### src/design/qdq_pkg.sv
`default_nettype none

package qdq_pkg;

  // ------------------------------------------------
  // Tile geometry and widths
  // ------------------------------------------------
  localparam int TILE_ROWS   = 4;
  localparam int ROW_ELEMS   = 4;
  localparam int TILE_ADDR_W = $clog2(2 * TILE_ROWS);
  localparam int SHIFT_W     = 5;
  localparam int OUT_CREDITS = 2;
  localparam int WORD_W      = 64;

  typedef logic [$clog2(TILE_ROWS)-1:0]     row_idx_t;
  typedef logic [$clog2(OUT_CREDITS+1)-1:0] credit_t;
  typedef logic [SHIFT_W-1:0]               shift_t;

  localparam row_idx_t LAST_ROW   = row_idx_t'(TILE_ROWS - 1);
  localparam credit_t  CREDIT_MAX = credit_t'(OUT_CREDITS);

  // ------------------------------------------------
  // Element and row types
  // ------------------------------------------------
  typedef logic signed [15:0] act_t;
  typedef logic signed [7:0]  qint_t;
  typedef logic signed [31:0] acc_t;
  typedef logic        [7:0]  scale_t;
  typedef logic signed [15:0] deq_t;

  typedef act_t  [ROW_ELEMS-1:0] act_row_t;
  typedef qint_t [ROW_ELEMS-1:0] qint_row_t;
  typedef acc_t  [ROW_ELEMS-1:0] acc_row_t;
  typedef deq_t  [ROW_ELEMS-1:0] deq_row_t;

  // Holds either output row type
  typedef logic [WORD_W-1:0]      tile_word_t;
  typedef logic [TILE_ADDR_W-1:0] tile_addr_t;

  // ------------------------------------------------
  // Commands, buffer requests, channel FSM
  // ------------------------------------------------
  typedef struct packed {
    shift_t shift;
  } quant_cmd_t;

  typedef struct packed {
    scale_t scale;
    shift_t shift;
  } dequant_cmd_t;

  typedef struct packed {
    logic       we;
    tile_addr_t addr;
    tile_word_t wdata;
  } tile_req_t;

  typedef enum logic [1:0] {
    IDLE,
    LOAD,
    DRAIN,
    WAIT_LAST
  } chan_state_t;

endpackage

`default_nettype wire
### src/design/qdq_top.sv
`timescale 1ns/1ps
`default_nettype none

module qdq_top (
  input  wire                        clk,
  input  wire                        rstnn,
  // Quantize channel
  input  wire                        q_cmd_valid_i,
  input  wire qdq_pkg::quant_cmd_t   q_cmd_i,
  output logic                       q_cmd_ready_o,
  input  wire                        q_row_valid_i,
  input  wire qdq_pkg::act_row_t     q_row_i,
  output logic                       q_row_credit_o,
  output logic                       q_out_valid_o,
  output logic                       q_out_last_o,
  output qdq_pkg::qint_row_t         q_out_row_o,
  input  wire                        q_out_credit_i,
  // Dequantize channel
  input  wire                        dq_cmd_valid_i,
  input  wire qdq_pkg::dequant_cmd_t dq_cmd_i,
  output logic                       dq_cmd_ready_o,
  input  wire                        dq_row_valid_i,
  input  wire qdq_pkg::acc_row_t     dq_row_i,
  output logic                       dq_row_credit_o,
  output logic                       dq_out_valid_o,
  output logic                       dq_out_last_o,
  output qdq_pkg::deq_row_t          dq_out_row_o,
  input  wire                        dq_out_credit_i,
  output logic                       op_finish_o
);
  import qdq_pkg::*;

  logic       q_has_credit;
  logic       dq_has_credit;
  logic       q_req_valid;
  logic       dq_req_valid;
  tile_req_t  q_req;
  tile_req_t  dq_req;
  logic       q_grant;
  logic       dq_grant;
  logic       q_rdata_valid;
  logic       dq_rdata_valid;
  tile_word_t arb_rdata;
  logic       ram_req_valid;
  tile_req_t  ram_req;
  tile_word_t ram_rdata;
  logic       q_busy;
  logic       dq_busy;

  // ------------------------------------------------
  // Output credits, spent on each row sent
  // ------------------------------------------------
  qdq_credit_counter u_q_credit (
    .clk(clk), .rstnn(rstnn),
    .spend_i(q_out_valid_o), .return_i(q_out_credit_i), .has_credit_o(q_has_credit)
  );

  qdq_credit_counter u_dq_credit (
    .clk(clk), .rstnn(rstnn),
    .spend_i(dq_out_valid_o), .return_i(dq_out_credit_i), .has_credit_o(dq_has_credit)
  );

  // ------------------------------------------------
  // Channels
  // ------------------------------------------------
  qdq_quant_channel u_quant (
    .clk(clk), .rstnn(rstnn),
    .cmd_valid_i(q_cmd_valid_i), .cmd_i(q_cmd_i), .cmd_ready_o(q_cmd_ready_o),
    .row_valid_i(q_row_valid_i), .row_i(q_row_i), .row_credit_o(q_row_credit_o),
    .tile_req_valid_o(q_req_valid), .tile_req_o(q_req), .tile_grant_i(q_grant),
    .tile_rdata_valid_i(q_rdata_valid), .tile_rdata_i(arb_rdata),
    .has_credit_i(q_has_credit),
    .out_valid_o(q_out_valid_o), .out_last_o(q_out_last_o), .out_row_o(q_out_row_o),
    .busy_o(q_busy)
  );

  qdq_dequant_channel u_dequant (
    .clk(clk), .rstnn(rstnn),
    .cmd_valid_i(dq_cmd_valid_i), .cmd_i(dq_cmd_i), .cmd_ready_o(dq_cmd_ready_o),
    .row_valid_i(dq_row_valid_i), .row_i(dq_row_i), .row_credit_o(dq_row_credit_o),
    .tile_req_valid_o(dq_req_valid), .tile_req_o(dq_req), .tile_grant_i(dq_grant),
    .tile_rdata_valid_i(dq_rdata_valid), .tile_rdata_i(arb_rdata),
    .has_credit_i(dq_has_credit),
    .out_valid_o(dq_out_valid_o), .out_last_o(dq_out_last_o), .out_row_o(dq_out_row_o),
    .busy_o(dq_busy)
  );

  // ------------------------------------------------
  // Shared tile buffer
  // ------------------------------------------------
  qdq_tile_arbiter u_arbiter (
    .clk(clk), .rstnn(rstnn),
    .q_req_valid_i(q_req_valid), .q_req_i(q_req),
    .dq_req_valid_i(dq_req_valid), .dq_req_i(dq_req),
    .q_grant_o(q_grant), .dq_grant_o(dq_grant),
    .ram_req_valid_o(ram_req_valid), .ram_req_o(ram_req), .ram_rdata_i(ram_rdata),
    .q_rdata_valid_o(q_rdata_valid), .dq_rdata_valid_o(dq_rdata_valid),
    .rdata_o(arb_rdata)
  );

  qdq_tile_ram u_ram (
    .clk(clk),
    .req_valid_i(ram_req_valid),
    .req_i(ram_req),
    .rdata_o(ram_rdata)
  );

  // Finished once both channels sit in IDLE
  assign op_finish_o = ~(q_busy | dq_busy);

endmodule

`default_nettype wire

### src/design/qdq_dequant_channel.sv
`timescale 1ns/1ps
`default_nettype none

module qdq_dequant_channel (
  input  wire                        clk,
  input  wire                        rstnn,
  input  wire                        cmd_valid_i,
  input  wire qdq_pkg::dequant_cmd_t cmd_i,
  output logic                       cmd_ready_o,
  input  wire                        row_valid_i,
  input  wire qdq_pkg::acc_row_t     row_i,
  output logic                       row_credit_o,
  output logic                       tile_req_valid_o,
  output qdq_pkg::tile_req_t         tile_req_o,
  input  wire                        tile_grant_i,
  input  wire                        tile_rdata_valid_i,
  input  wire qdq_pkg::tile_word_t   tile_rdata_i,
  input  wire                        has_credit_i,
  output logic                       out_valid_o,
  output logic                       out_last_o,
  output qdq_pkg::deq_row_t          out_row_o,
  output logic                       busy_o
);
  import qdq_pkg::*;

  chan_state_t  state_q;
  row_idx_t     row_cnt_q;
  dequant_cmd_t cmd_q;
  logic         slot_valid_q;
  acc_row_t     slot_row_q;
  deq_row_t     conv_row;
  logic         grant_wr;
  logic         grant_rd;

  // Scale first, then rounding shift and int16 saturation
  function automatic deq_t dequantize(input acc_t x, input scale_t sc, input shift_t sh);
    logic signed [40:0] p;
    logic signed [42:0] t;
    p = x * $signed({1'b0, sc});
    t = ($signed({p, 1'b0}) >>> sh) + 43'sd1;
    t = t >>> 1;
    if (t > 43'sd32767) begin
      return 16'h7fff;
    end else if (t < -43'sd32768) begin
      return 16'h8000;
    end
    return t[15:0];
  endfunction

  always_comb begin
    for (int i = 0; i < ROW_ELEMS; i++) begin
      conv_row[i] = dequantize(slot_row_q[i], cmd_q.scale, cmd_q.shift);
    end
  end

  // ------------------------------------------------
  // Tile buffer requests
  // ------------------------------------------------
  assign grant_wr = tile_grant_i & (state_q == LOAD);
  assign grant_rd = tile_grant_i & (state_q == DRAIN);

  assign tile_req_valid_o = (state_q == LOAD) ? slot_valid_q :
                            (state_q == DRAIN) & has_credit_i & ~tile_rdata_valid_i;

  // Upper half of the buffer
  assign tile_req_o = '{
    we:    (state_q == LOAD),
    addr:  tile_addr_t'(TILE_ROWS) + tile_addr_t'(row_cnt_q),
    wdata: conv_row
  };

  assign row_credit_o = grant_wr;
  assign cmd_ready_o  = (state_q == IDLE);
  assign busy_o       = (state_q != IDLE);
  assign out_valid_o  = tile_rdata_valid_i;
  assign out_last_o   = tile_rdata_valid_i & (state_q == WAIT_LAST);
  assign out_row_o    = tile_rdata_i;

  // ------------------------------------------------
  // Command FSM and row slot
  // ------------------------------------------------
  always_ff @(posedge clk or negedge rstnn) begin
    if (!rstnn) begin
      state_q      <= IDLE;
      row_cnt_q    <= '0;
      slot_valid_q <= 1'b0;
    end else begin
      case (state_q)
        IDLE: begin
          if (cmd_valid_i) begin
            state_q   <= LOAD;
            row_cnt_q <= '0;
          end
        end
        LOAD: begin
          if (grant_wr) begin
            row_cnt_q <= row_cnt_q + 1'b1;
            if (row_cnt_q == LAST_ROW) begin
              state_q <= DRAIN;
            end
          end
        end
        DRAIN: begin
          if (grant_rd) begin
            row_cnt_q <= row_cnt_q + 1'b1;
            if (row_cnt_q == LAST_ROW) begin
              state_q <= WAIT_LAST;
            end
          end
        end
        WAIT_LAST: begin
          // last row returns the cycle after the final read
          if (tile_rdata_valid_i) begin
            state_q <= IDLE;
          end
        end
        default: state_q <= IDLE;
      endcase
      if (row_valid_i) begin
        slot_valid_q <= 1'b1;
      end else if (grant_wr) begin
        slot_valid_q <= 1'b0;
      end
    end
  end

  always_ff @(posedge clk) begin
    if (row_valid_i) begin
      slot_row_q <= row_i;
    end
    if (cmd_valid_i && cmd_ready_o) begin
      cmd_q <= cmd_i;
    end
  end

  a_row_in_load: assert property (@(posedge clk) disable iff (!rstnn)
    row_valid_i |-> state_q == LOAD);

  a_slot_free: assert property (@(posedge clk) disable iff (!rstnn)
    row_valid_i && slot_valid_q |-> grant_wr);

endmodule

`default_nettype wire

### src/design/qdq_quant_channel.sv
`timescale 1ns/1ps
`default_nettype none

module qdq_quant_channel (
  input  wire                      clk,
  input  wire                      rstnn,
  input  wire                      cmd_valid_i,
  input  wire qdq_pkg::quant_cmd_t cmd_i,
  output logic                     cmd_ready_o,
  input  wire                      row_valid_i,
  input  wire qdq_pkg::act_row_t   row_i,
  output logic                     row_credit_o,
  output logic                     tile_req_valid_o,
  output qdq_pkg::tile_req_t       tile_req_o,
  input  wire                      tile_grant_i,
  input  wire                      tile_rdata_valid_i,
  input  wire qdq_pkg::tile_word_t tile_rdata_i,
  input  wire                      has_credit_i,
  output logic                     out_valid_o,
  output logic                     out_last_o,
  output qdq_pkg::qint_row_t       out_row_o,
  output logic                     busy_o
);
  import qdq_pkg::*;

  chan_state_t state_q;
  row_idx_t    row_cnt_q;
  shift_t      shift_q;
  logic        slot_valid_q;
  act_row_t    slot_row_q;
  qint_row_t   conv_row;
  logic        grant_wr;
  logic        grant_rd;

  // Arithmetic shift, round half up, saturate to int8
  function automatic qint_t quantize(input act_t x, input shift_t sh);
    logic signed [17:0] t;
    t = ($signed({x, 1'b0}) >>> sh) + 18'sd1;
    t = t >>> 1;
    if (t > 18'sd127) begin
      return 8'h7f;
    end else if (t < -18'sd128) begin
      return 8'h80;
    end
    return t[7:0];
  endfunction

  always_comb begin
    for (int i = 0; i < ROW_ELEMS; i++) begin
      conv_row[i] = quantize(slot_row_q[i], shift_q);
    end
  end

  // ------------------------------------------------
  // Tile buffer requests
  // ------------------------------------------------
  assign grant_wr = tile_grant_i & (state_q == LOAD);
  assign grant_rd = tile_grant_i & (state_q == DRAIN);

  // One read in flight at a time, so a held credit covers it
  assign tile_req_valid_o = (state_q == LOAD) ? slot_valid_q :
                            (state_q == DRAIN) & has_credit_i & ~tile_rdata_valid_i;

  // Lower half of the buffer
  assign tile_req_o = '{
    we:    (state_q == LOAD),
    addr:  tile_addr_t'(row_cnt_q),
    wdata: {{(WORD_W - $bits(qint_row_t)){1'b0}}, conv_row}
  };

  assign row_credit_o = grant_wr;
  assign cmd_ready_o  = (state_q == IDLE);
  assign busy_o       = (state_q != IDLE);
  assign out_valid_o  = tile_rdata_valid_i;
  assign out_last_o   = tile_rdata_valid_i & (state_q == WAIT_LAST);
  assign out_row_o    = tile_rdata_i[$bits(qint_row_t)-1:0];

  // ------------------------------------------------
  // Command FSM and row slot
  // ------------------------------------------------
  always_ff @(posedge clk or negedge rstnn) begin
    if (!rstnn) begin
      state_q      <= IDLE;
      row_cnt_q    <= '0;
      slot_valid_q <= 1'b0;
    end else begin
      case (state_q)
        IDLE: begin
          if (cmd_valid_i) begin
            state_q   <= LOAD;
            row_cnt_q <= '0;
          end
        end
        LOAD: begin
          if (grant_wr) begin
            row_cnt_q <= row_cnt_q + 1'b1;
            if (row_cnt_q == LAST_ROW) begin
              state_q <= DRAIN;
            end
          end
        end
        DRAIN: begin
          if (grant_rd) begin
            row_cnt_q <= row_cnt_q + 1'b1;
            if (row_cnt_q == LAST_ROW) begin
              state_q <= WAIT_LAST;
            end
          end
        end
        WAIT_LAST: begin
          if (tile_rdata_valid_i) begin
            state_q <= IDLE;
          end
        end
        default: state_q <= IDLE;
      endcase
      // A new row may land as the old one is written
      if (row_valid_i) begin
        slot_valid_q <= 1'b1;
      end else if (grant_wr) begin
        slot_valid_q <= 1'b0;
      end
    end
  end

  always_ff @(posedge clk) begin
    if (row_valid_i) begin
      slot_row_q <= row_i;
    end
    if (cmd_valid_i && cmd_ready_o) begin
      shift_q <= cmd_i.shift;
    end
  end

  a_row_in_load: assert property (@(posedge clk) disable iff (!rstnn)
    row_valid_i |-> state_q == LOAD);

  // Input credit keeps the slot from being overwritten
  a_slot_free: assert property (@(posedge clk) disable iff (!rstnn)
    row_valid_i && slot_valid_q |-> grant_wr);

endmodule

`default_nettype wire

### src/design/qdq_credit_counter.sv
`timescale 1ns/1ps
`default_nettype none

module qdq_credit_counter (
  input  wire  clk,
  input  wire  rstnn,
  input  wire  spend_i,
  input  wire  return_i,
  output logic has_credit_o
);
  import qdq_pkg::*;

  credit_t count_q;

  // Spend and return may land in the same cycle
  always_ff @(posedge clk or negedge rstnn) begin
    if (!rstnn) begin
      count_q <= CREDIT_MAX;
    end else begin
      count_q <= count_q + credit_t'(return_i) - credit_t'(spend_i);
    end
  end

  assign has_credit_o = (count_q != '0);

  a_no_underflow: assert property (@(posedge clk) disable iff (!rstnn)
    spend_i |-> count_q != '0);

  // Sink never returns more credits than it was given
  a_no_overflow: assert property (@(posedge clk) disable iff (!rstnn)
    return_i |-> count_q != CREDIT_MAX);

endmodule

`default_nettype wire

### src/design/qdq_tile_arbiter.sv
`timescale 1ns/1ps
`default_nettype none

module qdq_tile_arbiter (
  input  wire                      clk,
  input  wire                      rstnn,
  input  wire                      q_req_valid_i,
  input  wire qdq_pkg::tile_req_t  q_req_i,
  input  wire                      dq_req_valid_i,
  input  wire qdq_pkg::tile_req_t  dq_req_i,
  output logic                     q_grant_o,
  output logic                     dq_grant_o,
  output logic                     ram_req_valid_o,
  output qdq_pkg::tile_req_t       ram_req_o,
  input  wire qdq_pkg::tile_word_t ram_rdata_i,
  output logic                     q_rdata_valid_o,
  output logic                     dq_rdata_valid_o,
  output qdq_pkg::tile_word_t      rdata_o
);

  // Set when the quantize side won the latest grant
  logic last_q_q;
  logic q_rd_q;
  logic dq_rd_q;

  // Round robin, quantize first after reset
  assign q_grant_o  = q_req_valid_i & (~dq_req_valid_i | ~last_q_q);
  assign dq_grant_o = dq_req_valid_i & (~q_req_valid_i | last_q_q);

  assign ram_req_valid_o = q_grant_o | dq_grant_o;
  assign ram_req_o       = q_grant_o ? q_req_i : dq_req_i;

  always_ff @(posedge clk or negedge rstnn) begin
    if (!rstnn) begin
      last_q_q <= 1'b0;
      q_rd_q   <= 1'b0;
      dq_rd_q  <= 1'b0;
    end else begin
      if (ram_req_valid_o) begin
        last_q_q <= q_grant_o;
      end
      // Tag the read data returning next cycle
      q_rd_q  <= q_grant_o & ~q_req_i.we;
      dq_rd_q <= dq_grant_o & ~dq_req_i.we;
    end
  end

  assign q_rdata_valid_o  = q_rd_q;
  assign dq_rdata_valid_o = dq_rd_q;
  assign rdata_o          = ram_rdata_i;

  a_one_grant: assert property (@(posedge clk) disable iff (!rstnn)
    !(q_grant_o && dq_grant_o));

endmodule

`default_nettype wire

### src/design/qdq_tile_ram.sv
`timescale 1ns/1ps
`default_nettype none

module qdq_tile_ram (
  input  wire                     clk,
  input  wire                     req_valid_i,
  input  wire qdq_pkg::tile_req_t req_i,
  output qdq_pkg::tile_word_t     rdata_o
);
  import qdq_pkg::*;

  // Lower half for quantize rows, upper half for dequantize rows
  tile_word_t mem [2*TILE_ROWS];

  // Single port, read data registered
  always_ff @(posedge clk) begin
    if (req_valid_i) begin
      if (req_i.we) begin
        mem[req_i.addr] <= req_i.wdata;
      end else begin
        rdata_o <= mem[req_i.addr];
      end
    end
  end

endmodule

`default_nettype wire

### config.mk
export PLATFORM = sky130hd
export DESIGN_NAME = qdq_top
export DESIGN_NICKNAME = d
export VERILOG_FILES = /design/src/design/qdq_pkg.sv /design/src/design/qdq_top.sv /design/src/design/qdq_dequant_channel.sv /design/src/design/qdq_quant_channel.sv /design/src/design/qdq_credit_counter.sv /design/src/design/qdq_tile_arbiter.sv /design/src/design/qdq_tile_ram.sv
export SDC_FILE = /design/constraint.sdc
export NUM_CORES = 2
export LEC_CHECK = 0
export BUFFER_PORTS_ARGS = -buffer_cell sky130_fd_sc_hd__buf_2
export CAP_MARGIN = 5
export CELL_PAD_IN_SITES_DETAIL_PLACEMENT = 0
export CELL_PAD_IN_SITES_GLOBAL_PLACEMENT = 1
export CORE_MARGIN = 10
export CORE_UTILIZATION = 55
export DETAILED_ROUTE_END_ITERATION = 12
export PLACE_DENSITY_LB_ADDON = 0.1
export SLEW_MARGIN = 20
export SYNTH_ARGS = -nofsm -noshare
export SYNTH_HDL_FRONTEND = slang
export SYNTH_SLANG_ARGS = --single-unit
### constraint.sdc
create_clock -name clk -period 28.4 [get_ports clk]
set_clock_uncertainty 0.2 [all_clocks]
set_input_delay 0 -clock clk [delete_from_list [all_inputs] [get_ports clk]]
set_output_delay 0 -clock clk [all_outputs]
set_load 0.005 [all_outputs]
## After elaboration in Yosys (flattened, before gate mapping)

Memory sizes are Yosys's and may differ from the RTL's. A register that Yosys moved wholly into a read port is not among the register bits.
Index checks and enable logic that the tools add are counted.

- Register bits: 227
- Bits in writable memories: 512
- Bits of input ports: 218
- Output and inout port bits: 105
- Word-level logic and storage cells: 202
- Memories kept: 1

- Add/subtract/negate cells: 15
- $mul: 4
- Order comparisons: 16
- Equal/unequal tests: 20
- Shift operators: 8
- Multiplexer cells: 72
- Bitwise operators: 27
- Reductions and logical operators: 17

Memory list:

| name | words | bits a word | read ports | clocked after memory_dff | write ports | line | source |
|---|---|---|---|---|---|---|---|
| u_ram.mem | 8 | 64 | 1 | 1 | 1 | qdq_tile_ram.sv:13 | `tile_word_t mem [2*TILE_ROWS];` |

Operator list:

| kind | count |
|---|---|
| $mux 16 | 12 |
| $add 43x2->43 const B | 4 |
| $sshr 42x5->43 | 4 |
| $gt 42x16->1 const B | 4 |
| $lt 42x16->1 const B | 4 |
| $mul 32x9->41 | 4 |
| $mux 8 | 12 |
| $add 18x2->18 const B | 4 |
| $sshr 17x5->18 | 4 |
| $gt 17x8->1 const B | 4 |
| $lt 17x8->1 const B | 4 |
| $mux 68 | 1 |
| $mux 2 | 18 |
| $mux 1 | 25 |
| $ne 2x2->1 const B | 8 |
| $pmux 2 s4 | 2 |
| $and 1x1->1 | 14 |
| $eq 2x2->1 const B | 6 |
| $pmux 2 s3 | 2 |
| $reduce_and 6->1 | 2 |
| $reduce_bool 2->1 | 6 |
| $not 1->1 | 9 |
| $ne 2x1->1 const B | 4 |
| $reduce_and 4->1 | 2 |
| 10 further kinds | 20 |

## Logic depth before layout (Yosys ltp)

- Depth after elaboration: 11
- Depth in mapped cells: 35
- Mapped depth without buffers: 31

## Hierarchy

A second synthesis with hierarchy kept.

- Cells, all modules: 10037
- Area total of the unflattened synthesis: 96303.6 sq um

Modules (own cells, without submodules):

| module | times used | cells an instance | area each (sq um) | sequential area each (sq um) |
|---|---|---|---|---|
| qdq_dequant_channel | 1 | 8104 | 63965.1 | 4359.2 |
| qdq_tile_ram | 1 | 827 | 21554.4 | 17296.6 |
| qdq_quant_channel | 1 | 939 | 9102.5 | 2197.1 |
| qdq_tile_arbiter | 1 | 150 | 1450.1 | 75.1 |
| qdq_credit_counter | 2 | 8 | 113.9 | 51.3 |
| qdq_top | 1 | 1 | 3.8 | 0.0 |

## Worst setup path after synthesis

Ideal clock, no wire load.

- Path type: register to register
- From: register u_dequant.cmd_q[5] (netlist bit)
- To: memory u_ram.mem[0][35] (netlist bit), data pin
- Library setup time: 0.283 ns
- Data arrival time: 8.705 ns
- Required time: 27.917 ns
- Slack: 19.212 ns
- Stages on the path, launching flop included: 30
- Buffers on the path: 6
- Clock period less this slack: 9.188 ns
- Cells stage by stage: edfxtp_1 > clkbuf_1 > clkbuf_1 > clkbuf_1 > nand2_1 > fa_1 > fa_1 > fa_1 > fa_1 > inv_1 > ha_1 > clkbuf_1 > and3_1 > a311o_1 > buf_2 > a2111oi_2 > and4b_1 > or4_1 > mux4_2 > o221ai_2 > ha_1 > and4b_1 > clkbuf_1 > nand4b_1 > nor4_1 > xor2_1 > nor3_1 > or4b_1 > o32a_1 > a221oi_1

RTL lines:

| element | line | source |
|---|---|---|
| from (decl) | qdq_dequant_channel.sv:28 | `dequant_cmd_t cmd_q;` |
| from (signal assigned) | qdq_dequant_channel.sv:132 | `cmd_q <= cmd_i;` |
| to (decl) | qdq_tile_ram.sv:13 |  |

==> run_results.csv <==
group,metric,value,unit
critical_path,path_max_fanout,64,
route,route.detailed.drc,0,
cells_and_area,final_nets,11588,
pwr,p_clk_share,9.8,%
place,gp_congestion,1.03,
place,port-buffer-count,322,
critical_path,end_kind,"flop",
clock_tree,post_cts_buffers,0,
die,io_pins,323,
route,dr.pass1.iters,7,
logic_synthesis,synth_area,91300,um^2
logic_synthesis,synth_cell_types,131,
critical_path,cp_slowest_stage_delay,980,ps
route,wl,350000,um
run,maxCapViolCount,0,
timing,rsz0062_at_grt,"no",
die,die_y,427,um
cells_and_area,final_cells,12491,
logic_synthesis,yosysSeqAreaShare,26.3,%
logic_synthesis,synth_top_area_share,25.9,%
cells_and_area,syn_to_final_growth,11.3,%
clock_tree,htreeDepth,3,
cells_and_area,drive_gt1_share,9.48,%
critical_path,r2r_slack,15230,ps
route,via_per_inst,6.83,
worst_hold_path,min_to,"u_dequant.slot_row_q[17]",
run_status,status,"finished, final reports clean",
clock_tree,numCtsBuffers,82,
route,ant_nets,0,
logic_synthesis,synthMuxAreaShare,3.97,%
route,vias,85304,
cells_and_area,multiInputGateArea,61500,um^2
critical_path,r2r-start,"u_dequant.cmd_q[8]",
global_route,use_met3,8.04,%
clock_tree,clk_path_buf_depth,3,
critical_path,critPathLaunchType,"flop",
logic_synthesis,synth_seq_cells,803,
logic_synthesis,yosys-top-cells-area,"edfxtp_1 (26%), fa_1 (17%), nand2_1 (5.1%), ha_1 (4.8%), inv_1 (3.4%)",
logic_synthesis,yosys-top-cells-count,"nand2_1 (1243), inv_1 (833), fa_1 (792)",
logic_synthesis,yosysWarnings,0,
critical_path,cpMostUsedCell,"fa_1",
place,detailed_place_hpwl,249000,um
clock_tree,cts_tree,"built",
die,dieWidth,427,um
die,die_area,183000,um^2
logic_synthesis,synth_xor_area_share,2.31,%
route,drt_iter0_markers,10605,
worst_hold_path,hold_depth,2,
logic_synthesis,async_flop_share,2.12,%
timing,post-route-min-period,13170,ps
logic_synthesis,syn-instance-count,9855,
global_route,overflow,0,
die,core_region_area,165000,um^2
worst_hold_path,hold_class,"primary input to flop",
critical_path,slowest_stage,"nor4_2",
worst_hold_path,min-delay-start,"dq_row_valid_i",
logic_synthesis,synth_top_family_by_area,"adder cells",
timing,fin_setup_tns,0,ps
logic_synthesis,synth_compound_area_share,20.0,%
global_route,use_met2,62.5,%
clock_tree,clock-sinks,803,
critical_path,worstPathRequired,28610,ps
logic_synthesis,synth_edf_count,786,
clock_tree,clkTransAtPathRegs,60,ps
die,rows,149,
pwr,seqPwrFrac,15.9,%
global_route,grt.total_usage,37.5,%
pwr,ir_drop,72.9,uV
cells_and_area,nFillCells,13633,
global_route,busiest_layer,"met2",
critical_path,critPathBufInv,5,
die,start_util,55.3,%
place,dpl.cell_count,11901,
global_route,grt_max_degree,129,
clock_tree,cts_root_buffer,"clkbuf_16",
critical_path,timing.rr.end,"u_ram.mem[3][30]",
global_route,grt_pass1_wl,529000,um
timing,slew_headroom,5.88,%
logic_synthesis,synthAdderAreaFrac,22.2,%
critical_path,cp.arrival,13380,ps
clock_tree,worstSkewPairLatency,770,ps
timing,slew_viol_final,0,
timing,worstMarginPinSlew,1410,ps
logic_synthesis,synth_nets,11217,
route,wl_per_cell,28.0,um
global_route,grt_pass1_vias,86301,
logic_synthesis,avgSynthCellArea,9.26,um^2
timing,final_hold_viol_count,0,
logic_synthesis,synth.largest_area_cell,"edfxtp_1",
pwr,combPwrFrac,74.3,%
pwr,internal-power,5.21,mW
timing,fin_crit_sh,46.4,%
critical_path,path_delay_family,"simple AND/OR/NAND/NOR gates",
timing,setup_viol_count_final,0,
logic_synthesis,yosysMostFrequentCell,"nand2_1",
logic_synthesis,synth-main-ff-cell,"edfxtp_1",
pwr,p_switching,6.57,mW
global_route,grt_util_met1,46.6,%
pwr,sw_frac_of_total,55.8,%
timing,fmax,75.9,MHz
global_route,antenna_found_initial,14,
cells_and_area,regArea,24000,um^2
critical_path,crit_type,"flop to flop",
pwr,power_density,116,nW/um^2
critical_path,reg2regPathDepth,28,
logic_synthesis,synth-simple-area-share,18.7,%
pwr,leakagePower,39.3,nW
critical_path,crit_cells,28,
## layout make-up
cell class / count / share of cell area (%)
multi-input cells: 7584 / 60.6
flip-flops and latches: 803 / 23.7
repair buffers: 917 / 7.13
inverters: 838 / 3.10
well taps: 2189 / 2.70
clock buffers: 92 / 2.06
clock inverters: 59 / 0.748
diodes: 9 / 0.0222
## power groups by stage
stage	registers (mW)	logic [mW]	clock network [mW]
finish	1.88	8.75	1.16
global route	1.88	9.33	1.21
CTS	1.87	8.43	1.16
detailed placement	1.90	8.34	0
global placement	1.90	8.28	0
floorplan	1.86	5.77	0
## routing by layer
metal | share of wire [%] | wire length, um
met5 | 0.0077 | 27
met4 | 5.5 | 19200
met3 | 9.9 | 34700
met2 | 47 | 166000
met1 | 37 | 131000
## how the worst max path moves through the flow
stage                            end               start  slack (ps)
finish              u_ram.mem[3][30]  u_dequant.cmd_q[8]       15230
CTS                 u_ram.mem[3][30]  u_dequant.cmd_q[8]       15750
floorplan           u_ram.mem[0][35]  u_dequant.cmd_q[5]       19210
detailed placement  u_ram.mem[1][60]  u_dequant.cmd_q[6]       15830
global route        u_ram.mem[3][18]  u_dequant.cmd_q[8]       14790
global placement    u_ram.mem[1][18]  u_dequant.cmd_q[8]       15190
## cell usage in the layout, fill, tap and decap left out, types with 96 or more instances in the layout
cell,n
xnor2_1,131
a22oi_1,199
o211ai_1,128
buf_4,158
nand4_1,142
dlygate4sd3_1,430
o21ai_0,327
a221oi_1,114
ha_1,352
edfxtp_1,786
nor3_1,202
nand3_1,254
inv_1,831
nand2_1,1240
a21o_1,110
xor2_1,99
and2_1,464
mux2i_1,131
a211oi_1,116
fa_1,792
nor4_1,96
a21oi_1,432
buf_2,321
nor2_1,505
## repair_timing
action / CTS / global route
endpoints found under the setup margin: 0 / 0
hold endpoints to repair: 386 / 1
gates resized for setup: 0 / 0
hold buffers: 429 / 1
## registers in the layout, indices dropped and copies added (netlist names)
signal,count
u_arbiter.dq_rdata_valid_o,1
u_arbiter.last_q_q,1
u_quant.state_q,2
u_arbiter.q_rdata_valid_o,1
u_ram.mem,512
u_dequant.cmd_q,13
u_quant.row_cnt_q,2
u_q_credit.count_q,2
u_quant.shift_q,5
u_dq_credit.count_q,2
u_quant.slot_valid_q,1
u_ram.rdata_o,64
u_dequant.state_q,2
u_quant.slot_row_q,64
u_dequant.slot_valid_q,1
u_dequant.slot_row_q,128
u_dequant.row_cnt_q,2
## kinds of logic after synthesis
logic type	count (synthesis)
and+or+nand+nor	3429
AOI/OAI and AO/OA	2519
DFF	803
xor gates and xnor gates	234
buffers and inverters	1468
adders and majority gates	1145
muxes	257
## stage by stage
| stage | utilization [%] | hold WS [ps] | instance area (um^2) | power [mW] | setup slack, ps |
|---|---|---|---|---|---|
| floorplan | - | -496 | 91300 | 7.63 | 19210 |
| global placement | 57.2 | -258 | 94300 | 10.2 | 15190 |
| detailed placement | 57.2 | -253 | 94400 | 10.2 | 15830 |
| CTS | 61.5 | 1.99 | 102000 | 11.5 | 15750 |
| global route | 61.6 | 88.1 | 102000 | 12.4 | 14790 |
| finish | 61.6 | 103 | 102000 | 11.8 | 15230 |
(Power assumes the default switching activity.)
